### config.mk
export PLATFORM = sky130hd
export DESIGN_NAME = lv_hv_link_top
export DESIGN_NICKNAME = d
export VERILOG_FILES = /design/src/lv_pkg.sv /design/src/owt_rx_if.sv /design/src/lv_hv_link_top.sv /design/src/owt_link_monitor.sv /design/src/lv_hv_shadow_reg.sv /design/src/owt_rx.sv
export SDC_FILE = /design/constraint.sdc
export NUM_CORES = 1
export LEC_CHECK = 0
export CAP_MARGIN = 20
export CORE_MARGIN = 4
export CORE_UTILIZATION = 62
export DETAILED_ROUTE_END_ITERATION = 10
export DONT_BUFFER_PORTS = 1
export PLACE_DENSITY = 0.87
export RECOVER_POWER = 100
export SYNTH_ARGS = -nofsm -noshare
export SYNTH_HDL_FRONTEND = slang
export SYNTH_SLANG_ARGS = --single-unit
### constraint.sdc
create_clock -name i_clk -period 3.9 [get_ports i_clk]
set_input_delay 0.195 -clock i_clk [delete_from_list [all_inputs] [get_ports i_clk]]
set_output_delay 0.195 -clock i_clk [all_outputs]
set_load 0.01 [all_outputs]
### src/lv_pkg.sv
package lv_pkg;

    //====================
    // frame field widths
    //====================
    // cmd MSB is the write flag and the low bits hold the address
    localparam int OWT_CMD_BIT_NUM  = 8;
    localparam int OWT_ADCD_BIT_NUM = 20;

    //====================
    // register widths
    //====================
    localparam int REG_DW    = 10;
    localparam int ADC_DW    = 10;
    localparam int REG_AW    = 7;
    localparam int ERR_CNT_W = 8;

    typedef logic [OWT_CMD_BIT_NUM-1:0]  owt_cmd_t;
    typedef logic [OWT_ADCD_BIT_NUM-1:0] owt_data_t;
    typedef logic [REG_DW-1:0]           reg_data_t;
    typedef logic [ADC_DW-1:0]           adc_data_t;
    typedef logic [REG_AW-1:0]           reg_addr_t;
    typedef logic [ERR_CNT_W-1:0]        err_cnt_t;

    //====================
    // shadow register map
    //====================
    // hv status block
    localparam reg_addr_t ADDR_STATUS1 = 7'h08;
    localparam reg_addr_t ADDR_STATUS2 = 7'h0A;
    localparam reg_addr_t ADDR_STATUS3 = 7'h0C;
    localparam reg_addr_t ADDR_STATUS4 = 7'h0D;

    // hv bist results
    localparam reg_addr_t ADDR_BIST1 = 7'h14;
    localparam reg_addr_t ADDR_BIST2 = 7'h15;

    // one frame carries both adc samples
    localparam reg_addr_t ADDR_ADC = 7'h1F;

endpackage
### src/owt_rx_if.sv
`timescale 1ns/1ps

interface owt_rx_if;

    // one-cycle pulse per received frame
    logic              ack;
    // cmd, data and status hold until the next frame
    lv_pkg::owt_cmd_t  cmd;
    lv_pkg::owt_data_t data;
    // 1 on parity error or bad stop bit
    logic              status;

    modport rx (
        output ack,
        output cmd,
        output data,
        output status
    );

    modport sink (
        input ack,
        input cmd,
        input data,
        input status
    );

endinterface

### src/lv_hv_link_top.sv
`timescale 1ns/1ps

module lv_hv_link_top #(
    parameter int BIT_CYC      = 8,
    parameter int LINK_TIMEOUT = 4096
)(
    input  logic              i_clk,
    input  logic              i_arst_n,
    input  logic              i_owt_rxd,
    output lv_pkg::reg_data_t o_reg_status1,
    output lv_pkg::reg_data_t o_reg_status2,
    output lv_pkg::reg_data_t o_reg_status3,
    output lv_pkg::reg_data_t o_reg_status4,
    output lv_pkg::reg_data_t o_reg_bist1,
    output lv_pkg::reg_data_t o_reg_bist2,
    output lv_pkg::adc_data_t o_reg_adc1,
    output lv_pkg::adc_data_t o_reg_adc2,
    output logic              o_link_ok,
    output lv_pkg::err_cnt_t  o_err_cnt
);

    // received frames go from one producer to two sinks
    owt_rx_if owt_rx_if_i ();

    //====================
    // serial receiver
    //====================
    owt_rx #(
        .BIT_CYC   (BIT_CYC)
    ) owt_rx_i (
        .i_clk     (i_clk),
        .i_arst_n  (i_arst_n),
        .i_owt_rxd (i_owt_rxd),
        .rx        (owt_rx_if_i.rx)
    );

    //====================
    // shadow bank
    //====================
    lv_hv_shadow_reg lv_hv_shadow_reg_i (
        .i_clk         (i_clk),
        .i_arst_n      (i_arst_n),
        .rx            (owt_rx_if_i.sink),
        .o_reg_status1 (o_reg_status1),
        .o_reg_status2 (o_reg_status2),
        .o_reg_status3 (o_reg_status3),
        .o_reg_status4 (o_reg_status4),
        .o_reg_bist1   (o_reg_bist1),
        .o_reg_bist2   (o_reg_bist2),
        .o_reg_adc1    (o_reg_adc1),
        .o_reg_adc2    (o_reg_adc2)
    );

    //====================
    // link health
    //====================
    owt_link_monitor #(
        .LINK_TIMEOUT (LINK_TIMEOUT)
    ) owt_link_monitor_i (
        .i_clk     (i_clk),
        .i_arst_n  (i_arst_n),
        .rx        (owt_rx_if_i.sink),
        .o_link_ok (o_link_ok),
        .o_err_cnt (o_err_cnt)
    );

endmodule

### src/owt_link_monitor.sv
`timescale 1ns/1ps

module owt_link_monitor #(
    parameter int LINK_TIMEOUT = 4096
)(
    input  logic             i_clk,
    input  logic             i_arst_n,
    owt_rx_if.sink           rx,
    output logic             o_link_ok,
    output lv_pkg::err_cnt_t o_err_cnt
);

    localparam int TMR_W = $clog2(LINK_TIMEOUT);

    logic             good_frame;
    logic             bad_frame;
    logic [TMR_W-1:0] idle_tmr;
    logic             tmr_done;

    // reads with good parity also count as good
    assign good_frame = rx.ack & ~rx.status;
    assign bad_frame  = rx.ack & rx.status;

    //====================
    // bad-frame counter
    //====================
    // holds at all ones
    always_ff @(posedge i_clk or negedge i_arst_n) begin
        if (!i_arst_n) begin
            o_err_cnt <= '0;
        end else if (bad_frame && o_err_cnt != '1) begin
            o_err_cnt <= o_err_cnt + 1'b1;
        end
    end

    //====================
    // link-loss timer
    //====================
    assign tmr_done = (idle_tmr == TMR_W'(LINK_TIMEOUT - 1));

    always_ff @(posedge i_clk or negedge i_arst_n) begin
        if (!i_arst_n) begin
            idle_tmr <= '0;
        end else if (good_frame) begin
            idle_tmr <= '0;
        end else if (!tmr_done) begin
            idle_tmr <= idle_tmr + 1'b1;
        end
    end

    // timer parks at the limit until the next good frame
    always_ff @(posedge i_clk or negedge i_arst_n) begin
        if (!i_arst_n) begin
            o_link_ok <= 1'b0;
        end else if (good_frame) begin
            o_link_ok <= 1'b1;
        end else if (tmr_done) begin
            o_link_ok <= 1'b0;
        end
    end

endmodule

### src/lv_hv_shadow_reg.sv
`timescale 1ns/1ps

module lv_hv_shadow_reg (
    input  logic              i_clk,
    input  logic              i_arst_n,
    owt_rx_if.sink            rx,
    output lv_pkg::reg_data_t o_reg_status1,
    output lv_pkg::reg_data_t o_reg_status2,
    output lv_pkg::reg_data_t o_reg_status3,
    output lv_pkg::reg_data_t o_reg_status4,
    output lv_pkg::reg_data_t o_reg_bist1,
    output lv_pkg::reg_data_t o_reg_bist2,
    output lv_pkg::adc_data_t o_reg_adc1,
    output lv_pkg::adc_data_t o_reg_adc2
);

    logic              reg_wen;
    lv_pkg::reg_addr_t reg_addr;
    lv_pkg::reg_data_t reg_wdata;
    lv_pkg::adc_data_t adc_lo;
    lv_pkg::adc_data_t adc_hi;

    //====================
    // write decode
    //====================
    // good frame with the write flag set
    assign reg_wen  = rx.ack & ~rx.status & rx.cmd[lv_pkg::OWT_CMD_BIT_NUM-1];
    assign reg_addr = rx.cmd[lv_pkg::REG_AW-1:0];

    assign reg_wdata = rx.data[lv_pkg::REG_DW-1:0];

    // two samples packed in one frame with adc2 on top
    assign adc_lo = rx.data[lv_pkg::ADC_DW-1:0];
    assign adc_hi = rx.data[lv_pkg::OWT_ADCD_BIT_NUM-1 -: lv_pkg::ADC_DW];

    //====================
    // status registers
    //====================
    always_ff @(posedge i_clk or negedge i_arst_n) begin
        if (!i_arst_n) begin
            o_reg_status1 <= '0;
            o_reg_status2 <= '0;
            o_reg_status3 <= '0;
            o_reg_status4 <= '0;
        end else if (reg_wen) begin
            case (reg_addr)
                lv_pkg::ADDR_STATUS1: o_reg_status1 <= reg_wdata;
                lv_pkg::ADDR_STATUS2: o_reg_status2 <= reg_wdata;
                lv_pkg::ADDR_STATUS3: o_reg_status3 <= reg_wdata;
                lv_pkg::ADDR_STATUS4: o_reg_status4 <= reg_wdata;
                default: begin
                end
            endcase
        end
    end

    //====================
    // bist registers
    //====================
    always_ff @(posedge i_clk or negedge i_arst_n) begin
        if (!i_arst_n) begin
            o_reg_bist1 <= '0;
            o_reg_bist2 <= '0;
        end else if (reg_wen) begin
            case (reg_addr)
                lv_pkg::ADDR_BIST1: o_reg_bist1 <= reg_wdata;
                lv_pkg::ADDR_BIST2: o_reg_bist2 <= reg_wdata;
                default: begin
                end
            endcase
        end
    end

    //====================
    // adc sample pair
    //====================
    // both samples update on the same edge
    always_ff @(posedge i_clk or negedge i_arst_n) begin
        if (!i_arst_n) begin
            o_reg_adc1 <= '0;
            o_reg_adc2 <= '0;
        end else if (reg_wen && reg_addr == lv_pkg::ADDR_ADC) begin
            o_reg_adc1 <= adc_lo;
            o_reg_adc2 <= adc_hi;
        end
    end

endmodule

### src/owt_rx.sv
`timescale 1ns/1ps

module owt_rx #(
    parameter int BIT_CYC = 8
)(
    input  logic   i_clk,
    input  logic   i_arst_n,
    input  logic   i_owt_rxd,
    owt_rx_if.rx   rx
);

    localparam int PAY_W = lv_pkg::OWT_CMD_BIT_NUM + lv_pkg::OWT_ADCD_BIT_NUM;
    localparam int CNT_W = $clog2(BIT_CYC) + 1;
    localparam int IDX_W = $clog2(PAY_W + 1);

    typedef enum logic [1:0] {
        ST_IDLE,
        ST_START,
        ST_BITS,
        ST_STOP
    } rx_state_t;

    rx_state_t          state;
    rx_state_t          state_nxt;
    logic [1:0]         rxd_sync;
    logic               rxd_s;
    logic [CNT_W-1:0]   bit_cnt;
    logic [IDX_W-1:0]   bit_idx;
    logic               bit_end;
    logic               half_end;
    logic               cnt_clr;
    logic               bit_smp;
    logic               stop_smp;
    logic [PAY_W-1:0]   shift_q;
    logic               parity_acc;

    //====================
    // input synchronizer
    //====================
    // line idles high
    always_ff @(posedge i_clk or negedge i_arst_n) begin
        if (!i_arst_n) begin
            rxd_sync <= 2'b11;
        end else begin
            rxd_sync <= {rxd_sync[0], i_owt_rxd};
        end
    end

    assign rxd_s = rxd_sync[1];

    //====================
    // bit timing and fsm
    //====================
    assign bit_end  = (bit_cnt == CNT_W'(BIT_CYC - 1));
    assign half_end = (bit_cnt == CNT_W'(BIT_CYC / 2 - 1));

    always_comb begin
        state_nxt = state;
        case (state)
            ST_IDLE: begin
                if (!rxd_s) state_nxt = ST_START;
            end
            ST_START: begin
                // start bit must still be low at mid-bit
                if (half_end) state_nxt = rxd_s ? ST_IDLE : ST_BITS;
            end
            ST_BITS: begin
                // last sample here is the parity bit
                if (bit_end && bit_idx == IDX_W'(PAY_W)) state_nxt = ST_STOP;
            end
            ST_STOP: begin
                if (bit_end) state_nxt = ST_IDLE;
            end
            default: state_nxt = ST_IDLE;
        endcase
    end

    assign cnt_clr  = (state == ST_IDLE) || (state_nxt != state) || bit_end;
    assign bit_smp  = (state == ST_BITS) && bit_end;
    assign stop_smp = (state == ST_STOP) && bit_end;

    always_ff @(posedge i_clk or negedge i_arst_n) begin
        if (!i_arst_n) begin
            state   <= ST_IDLE;
            bit_cnt <= '0;
            bit_idx <= '0;
        end else begin
            state <= state_nxt;
            if (cnt_clr) begin
                bit_cnt <= '0;
            end else begin
                bit_cnt <= bit_cnt + 1'b1;
            end
            if (state == ST_START) begin
                bit_idx <= '0;
            end else if (bit_smp) begin
                bit_idx <= bit_idx + 1'b1;
            end
        end
    end

    //====================
    // payload and parity
    //====================
    // msb first and the parity bit is not shifted in
    always_ff @(posedge i_clk) begin
        if (bit_smp && bit_idx < IDX_W'(PAY_W)) begin
            shift_q <= {shift_q[PAY_W-2:0], rxd_s};
        end
    end

    // even parity over cmd, data and the parity bit itself
    always_ff @(posedge i_clk or negedge i_arst_n) begin
        if (!i_arst_n) begin
            parity_acc <= 1'b0;
        end else if (state == ST_START) begin
            parity_acc <= 1'b0;
        end else if (bit_smp) begin
            parity_acc <= parity_acc ^ rxd_s;
        end
    end

    //====================
    // frame output
    //====================
    always_ff @(posedge i_clk or negedge i_arst_n) begin
        if (!i_arst_n) begin
            rx.ack <= 1'b0;
        end else begin
            rx.ack <= stop_smp;
        end
    end

    always_ff @(posedge i_clk) begin
        if (stop_smp) begin
            rx.cmd    <= shift_q[PAY_W-1 -: lv_pkg::OWT_CMD_BIT_NUM];
            rx.data   <= shift_q[lv_pkg::OWT_ADCD_BIT_NUM-1:0];
            rx.status <= parity_acc | ~rxd_s;
        end
    end

endmodule

==> results by group <==
Synthesis
  – Post-Synth Adder-Cell Area: 1.140%
  – Yosys reg bits: 173
  – Mux share of post-synthesis cell area: 15.06%
  – Sequential fraction of the synthesis area: 70.09%
  – Post-synthesis simple-gate area fraction: 8.433%
  – Cells after synthesis: 416
  – Area fraction in compound gates after synthesis: 2.849%
  – Post-synth EDFFs: 57
  – YS warnings: 0
  – Syn nets: 425
  – Post-Synth XOR/XNOR Area: 1.330%
  – Ys flop type: dfrtp_1
  – Largest family of logic cells by synthesized area: multiplexers
  – Post-synthesis cell type count: 49
  – Ys async rst share: 67.05%
  – Avg Inst Size Synth: 15.84 µm²
  – Synth Cell Area: 0.006588 mm²

Placed design
  – GP Congestion: 0.7597
  – DP HPWL: 7573 µm
  – IO buf count: 0
  – Pre-CTS setup slack: 1.399 ns

STA
  – Hold Fails Final Rpt: 0
  – Worst slew margin: -84.01%
  – Final worst-path cycle share: 76.15%
  – Worst setup margin: 0.9301 ns
  – Final min period: 2.970 ns
  – Fmax: 336.7 MHz
  – Worst Clk Skew: 0.009097 ns
  – Final Max Tran Viols: 177
  – Setup-failing EPs final: 0
  – Hold_ws: 0.2071 ns
  – Worst-Margin Slew: 2.760 ns
  – Setup total negative slack: 0 ns
  – RSZ-0062 raised after global routing: no

Clock network
  – CTS max path bufs: 2
  – Hold buffers post-CTS: 3
  – # clock sinks: 173
  – CTS root buf: clkbuf_8
  – # resized after CTS: 0
  – CTS tree: yes
  – Clock latency on the worst-skew pair: 0.52 ns
  – H-tree level count: 4
  – Setup Fix Bufs, Post-CTS: 0
  – TritonCTS buffer count: 17
  – Clock Pin Slew Worst Setup and Hold Paths: 0.07 ns

Power and ir drop
  – Internal Pwr Total: 3.237 mW
  – Lkg Pwr: 3.244 nW
  – Clk pwr share: 37.2%
  – Switching Share: 27.62%
  – Share of total power in sequential cells: 53.6%
  – Maximum VDD drop: 0.3385 mV
  – Combinational power share: 9.2%
  – Pwr/cell area: 611.8 mW/mm²
  – Psw: 1.235 mW

Global routing
  – Initial antenna violation count: 0
  – First-pass GRT wire length: 19960 µm
  – Global route total overflow: 0
  – Total track usage: 20.73%
  – Largest net degree at the start of global routing: 117
  – Vias in the first global route: 3618

Critical path
  – CP max FO: 13
  – R2R cell count: 5
  – Worst R2R End: lv_hv_shadow_reg_i.o_reg_adc1[4]$_DFFE_PN0P_
  – Flop2flop setup slack: 0.93 ns
  – CP max-delay cell: nor2b_1
  – Setup CP Type: flop to flop
  – Startpoint types: flop
  – CP required: 4.31 ns
  – Worst r2r src: owt_rx_i.rx.status$_DFFE_PP_
  – CP cell instances: nor2b_1, nand3_1, nor3_1, clkbuf_1, mux2_2
  – Worst path max stage delay: 0.75 ns
  – Worst EP arrival: 3.38 ns
  – Setup crit end kind: flop

Floorplanning
  – Cell row count: 37
  – CORE AREA: 0.01032 mm²
  – Initial Util: 63.81%
  – Die area: 0.01234 mm²
  – DIE WIDTH: 111.1 µm
  – Die Y: 111.1 µm
  – I/O pins: 92

Layout
  – Commonest non-fill, non-tap cell in the layout: dfrtp_1
  – NumNets Final: 443
  – N_diodes: 0
  – Area Growth Syn to Fin: 10.94%
  – Fillers: 621
  – Commonest cells after routing, fill and taps aside: dfrtp_1 (114), mux2_2 (71), edfxtp_1 (57)
  – Share of layout cells above drive strength 1: 25.06%

Run
  – Max Cap Violations: 3

Drt
  – Via Count: 3447
  – Post-route ant nets: 0
  – Final WL: 12060 µm
  – DRT iter0 DRCs: 229
  – Vias per std cell: 5.913
  – Detail-routed net length per standard cell: 20.68 µm
  – Pre-Repair DR Iteration Count: 4
  – # DRC: 0

Hold path
  – Hold path depth: 1
  – Min-Delay Path Class: primary input to flop
  – WHS Endpoint: owt_rx_i.rxd_sync[0]$_DFF_PN1_
  – Hold path start: i_owt_rxd

Outcome
  – Failing checks: capacitance limit, slew limit
  – Status: finished, violations left
==> stage by stage <==
| stage | std cells | total power, mW | instance area (µm²) | utilization [%] |
|---|---|---|---|---|
| after floorplan | 416 | 2.676 | 6588 | - |
| after global placement | 548 | 2.783 | 6764 | 65.52 |
| after detailed placement | 548 | 2.829 | 6764 | 65.52 |
| after CTS | 583 | 4.520 | 7415 | 71.82 |
| after global routing | 583 | 4.691 | 7308 | 70.79 |
| final | 583 | 4.472 | 7308 | 70.79 |
==> Yosys cell counts, drive strengths merged (2+ instances only) <==
master	instances	share of area, %
xnor2	4	0.53
nor2	18	1.3
mux2i	2	0.30
a211oi	2	0.23
nand2	16	0.91
or4	2	0.23
ha	6	1.1
a21oi	6	0.46
xor2	6	0.80
nand3b	2	0.23
edfxtp	57	26
inv	9	0.51
nand3	16	1.3
buf	4	0.40
mux2	83	15
o211ai	3	0.34
nor3	13	1.3
and4	2	0.27
dfrtp	114	43
a211o	2	0.27
dfstp	2	0.80
nand4	4	0.38
nor2b	5	0.47
nand2b	2	0.19
o31ai	2	0.23
or3	2	0.19
a31oi	6	0.57
o21ai	4	0.30
clkbuf	3	0.19
and3	7	0.66
==> state kept, by name, indices dropped and copies added, names as in the netlist, 5 cells and up <==
signal	flops
owt_rx_i.bit_idx	5
lv_hv_shadow_reg_i.o_reg_bist2	10
lv_hv_shadow_reg_i.o_reg_status3	10
lv_hv_shadow_reg_i.o_reg_adc2	10
owt_link_monitor_i.o_err_cnt	8
lv_hv_shadow_reg_i.o_reg_status1	10
lv_hv_shadow_reg_i.o_reg_adc1	10
lv_hv_shadow_reg_i.o_reg_status2	10
owt_rx_i.rx.data	20
lv_hv_shadow_reg_i.o_reg_status4	10
lv_hv_shadow_reg_i.o_reg_bist1	10
owt_rx_i.rx.cmd	8
owt_link_monitor_i.idle_tmr	12
owt_rx_i.shift_q	28
==> logic make-up (layout without fill, tap and decap cells) <==
logic type	count (synthesis)	after routing
adder cells (fa/ha/maj)	6	6
AND/OR/NAND/NOR	97	97
buffers and inverters	16	47
XOR/XNOR	10	10
AO/OA/AOI/OAI	29	29
multiplexers	85	85
flip-flops	173	173
==> worst max-delay path by stage <==
stage	cells past startpoint	start	endpoint	slack [ns]
2_1_floorplan	5	owt_rx_i.bit_cnt[0]$_DFF_PN0_	owt_rx_i.shift_q[0]$_DFFE_PP_	0.89
4_1_cts	4	owt_rx_i.rx.status$_DFFE_PP_	lv_hv_shadow_reg_i.o_reg_status2[9]$_DFFE_PN0P_	1.29
3_3_place_gp	4	owt_rx_i.rx.status$_DFFE_PP_	lv_hv_shadow_reg_i.o_reg_status2[4]$_DFFE_PN0P_	1.50
5_1_grt	2	i_arst_n	lv_hv_shadow_reg_i.o_reg_status1[9]$_DFFE_PN0P_	0.63
6_report	5	owt_rx_i.rx.status$_DFFE_PP_	lv_hv_shadow_reg_i.o_reg_adc1[4]$_DFFE_PN0P_	0.93
3_5_place_dp	4	owt_rx_i.rx.status$_DFFE_PP_	lv_hv_shadow_reg_i.o_reg_status2[9]$_DFFE_PN0P_	1.40
==> critical path: cells and delay by family, from the launching register on <==
kind,cells,cell delay [ns]
buf+inv,1,0.61
flops,1,0.43
mux,1,0.42
simple gates,3,1.38
==> layer usage <==
| layer | wire length, µm | GRT usage, % |
|---|---|---|
| met5 | 0 | 0 |
| met4 | 120 | 6.975 |
| met3 | 987 | 9.061 |
| met2 | 6089 | 32.48 |
| met1 | 4858 | 26.14 |
==> power groups by stage <==
stage | sequential (mW) | combinational, mW | clock, mW
3_5_place_dp | 2.43 | 0.402 | 0
2_1_floorplan | 2.35 | 0.326 | 0
6_report | 2.40 | 0.411 | 1.66
5_1_grt | 2.43 | 0.476 | 1.78
3_3_place_gp | 2.41 | 0.376 | 0
4_1_cts | 2.39 | 0.439 | 1.69
==> layout make-up <==
cell class	count	area (µm²)	area share, %
flip-flops and latches	173	4617	63.17
clock buffers	19	452.9	6.198
inverters	9	33.78	0.4622
multi-input cells	227	1848	25.29
well taps	136	170.2	2.328
repair buffers	6	36.28	0.4965
clock inverters	13	150.1	2.054
Power figures use the tool's default switching activity.
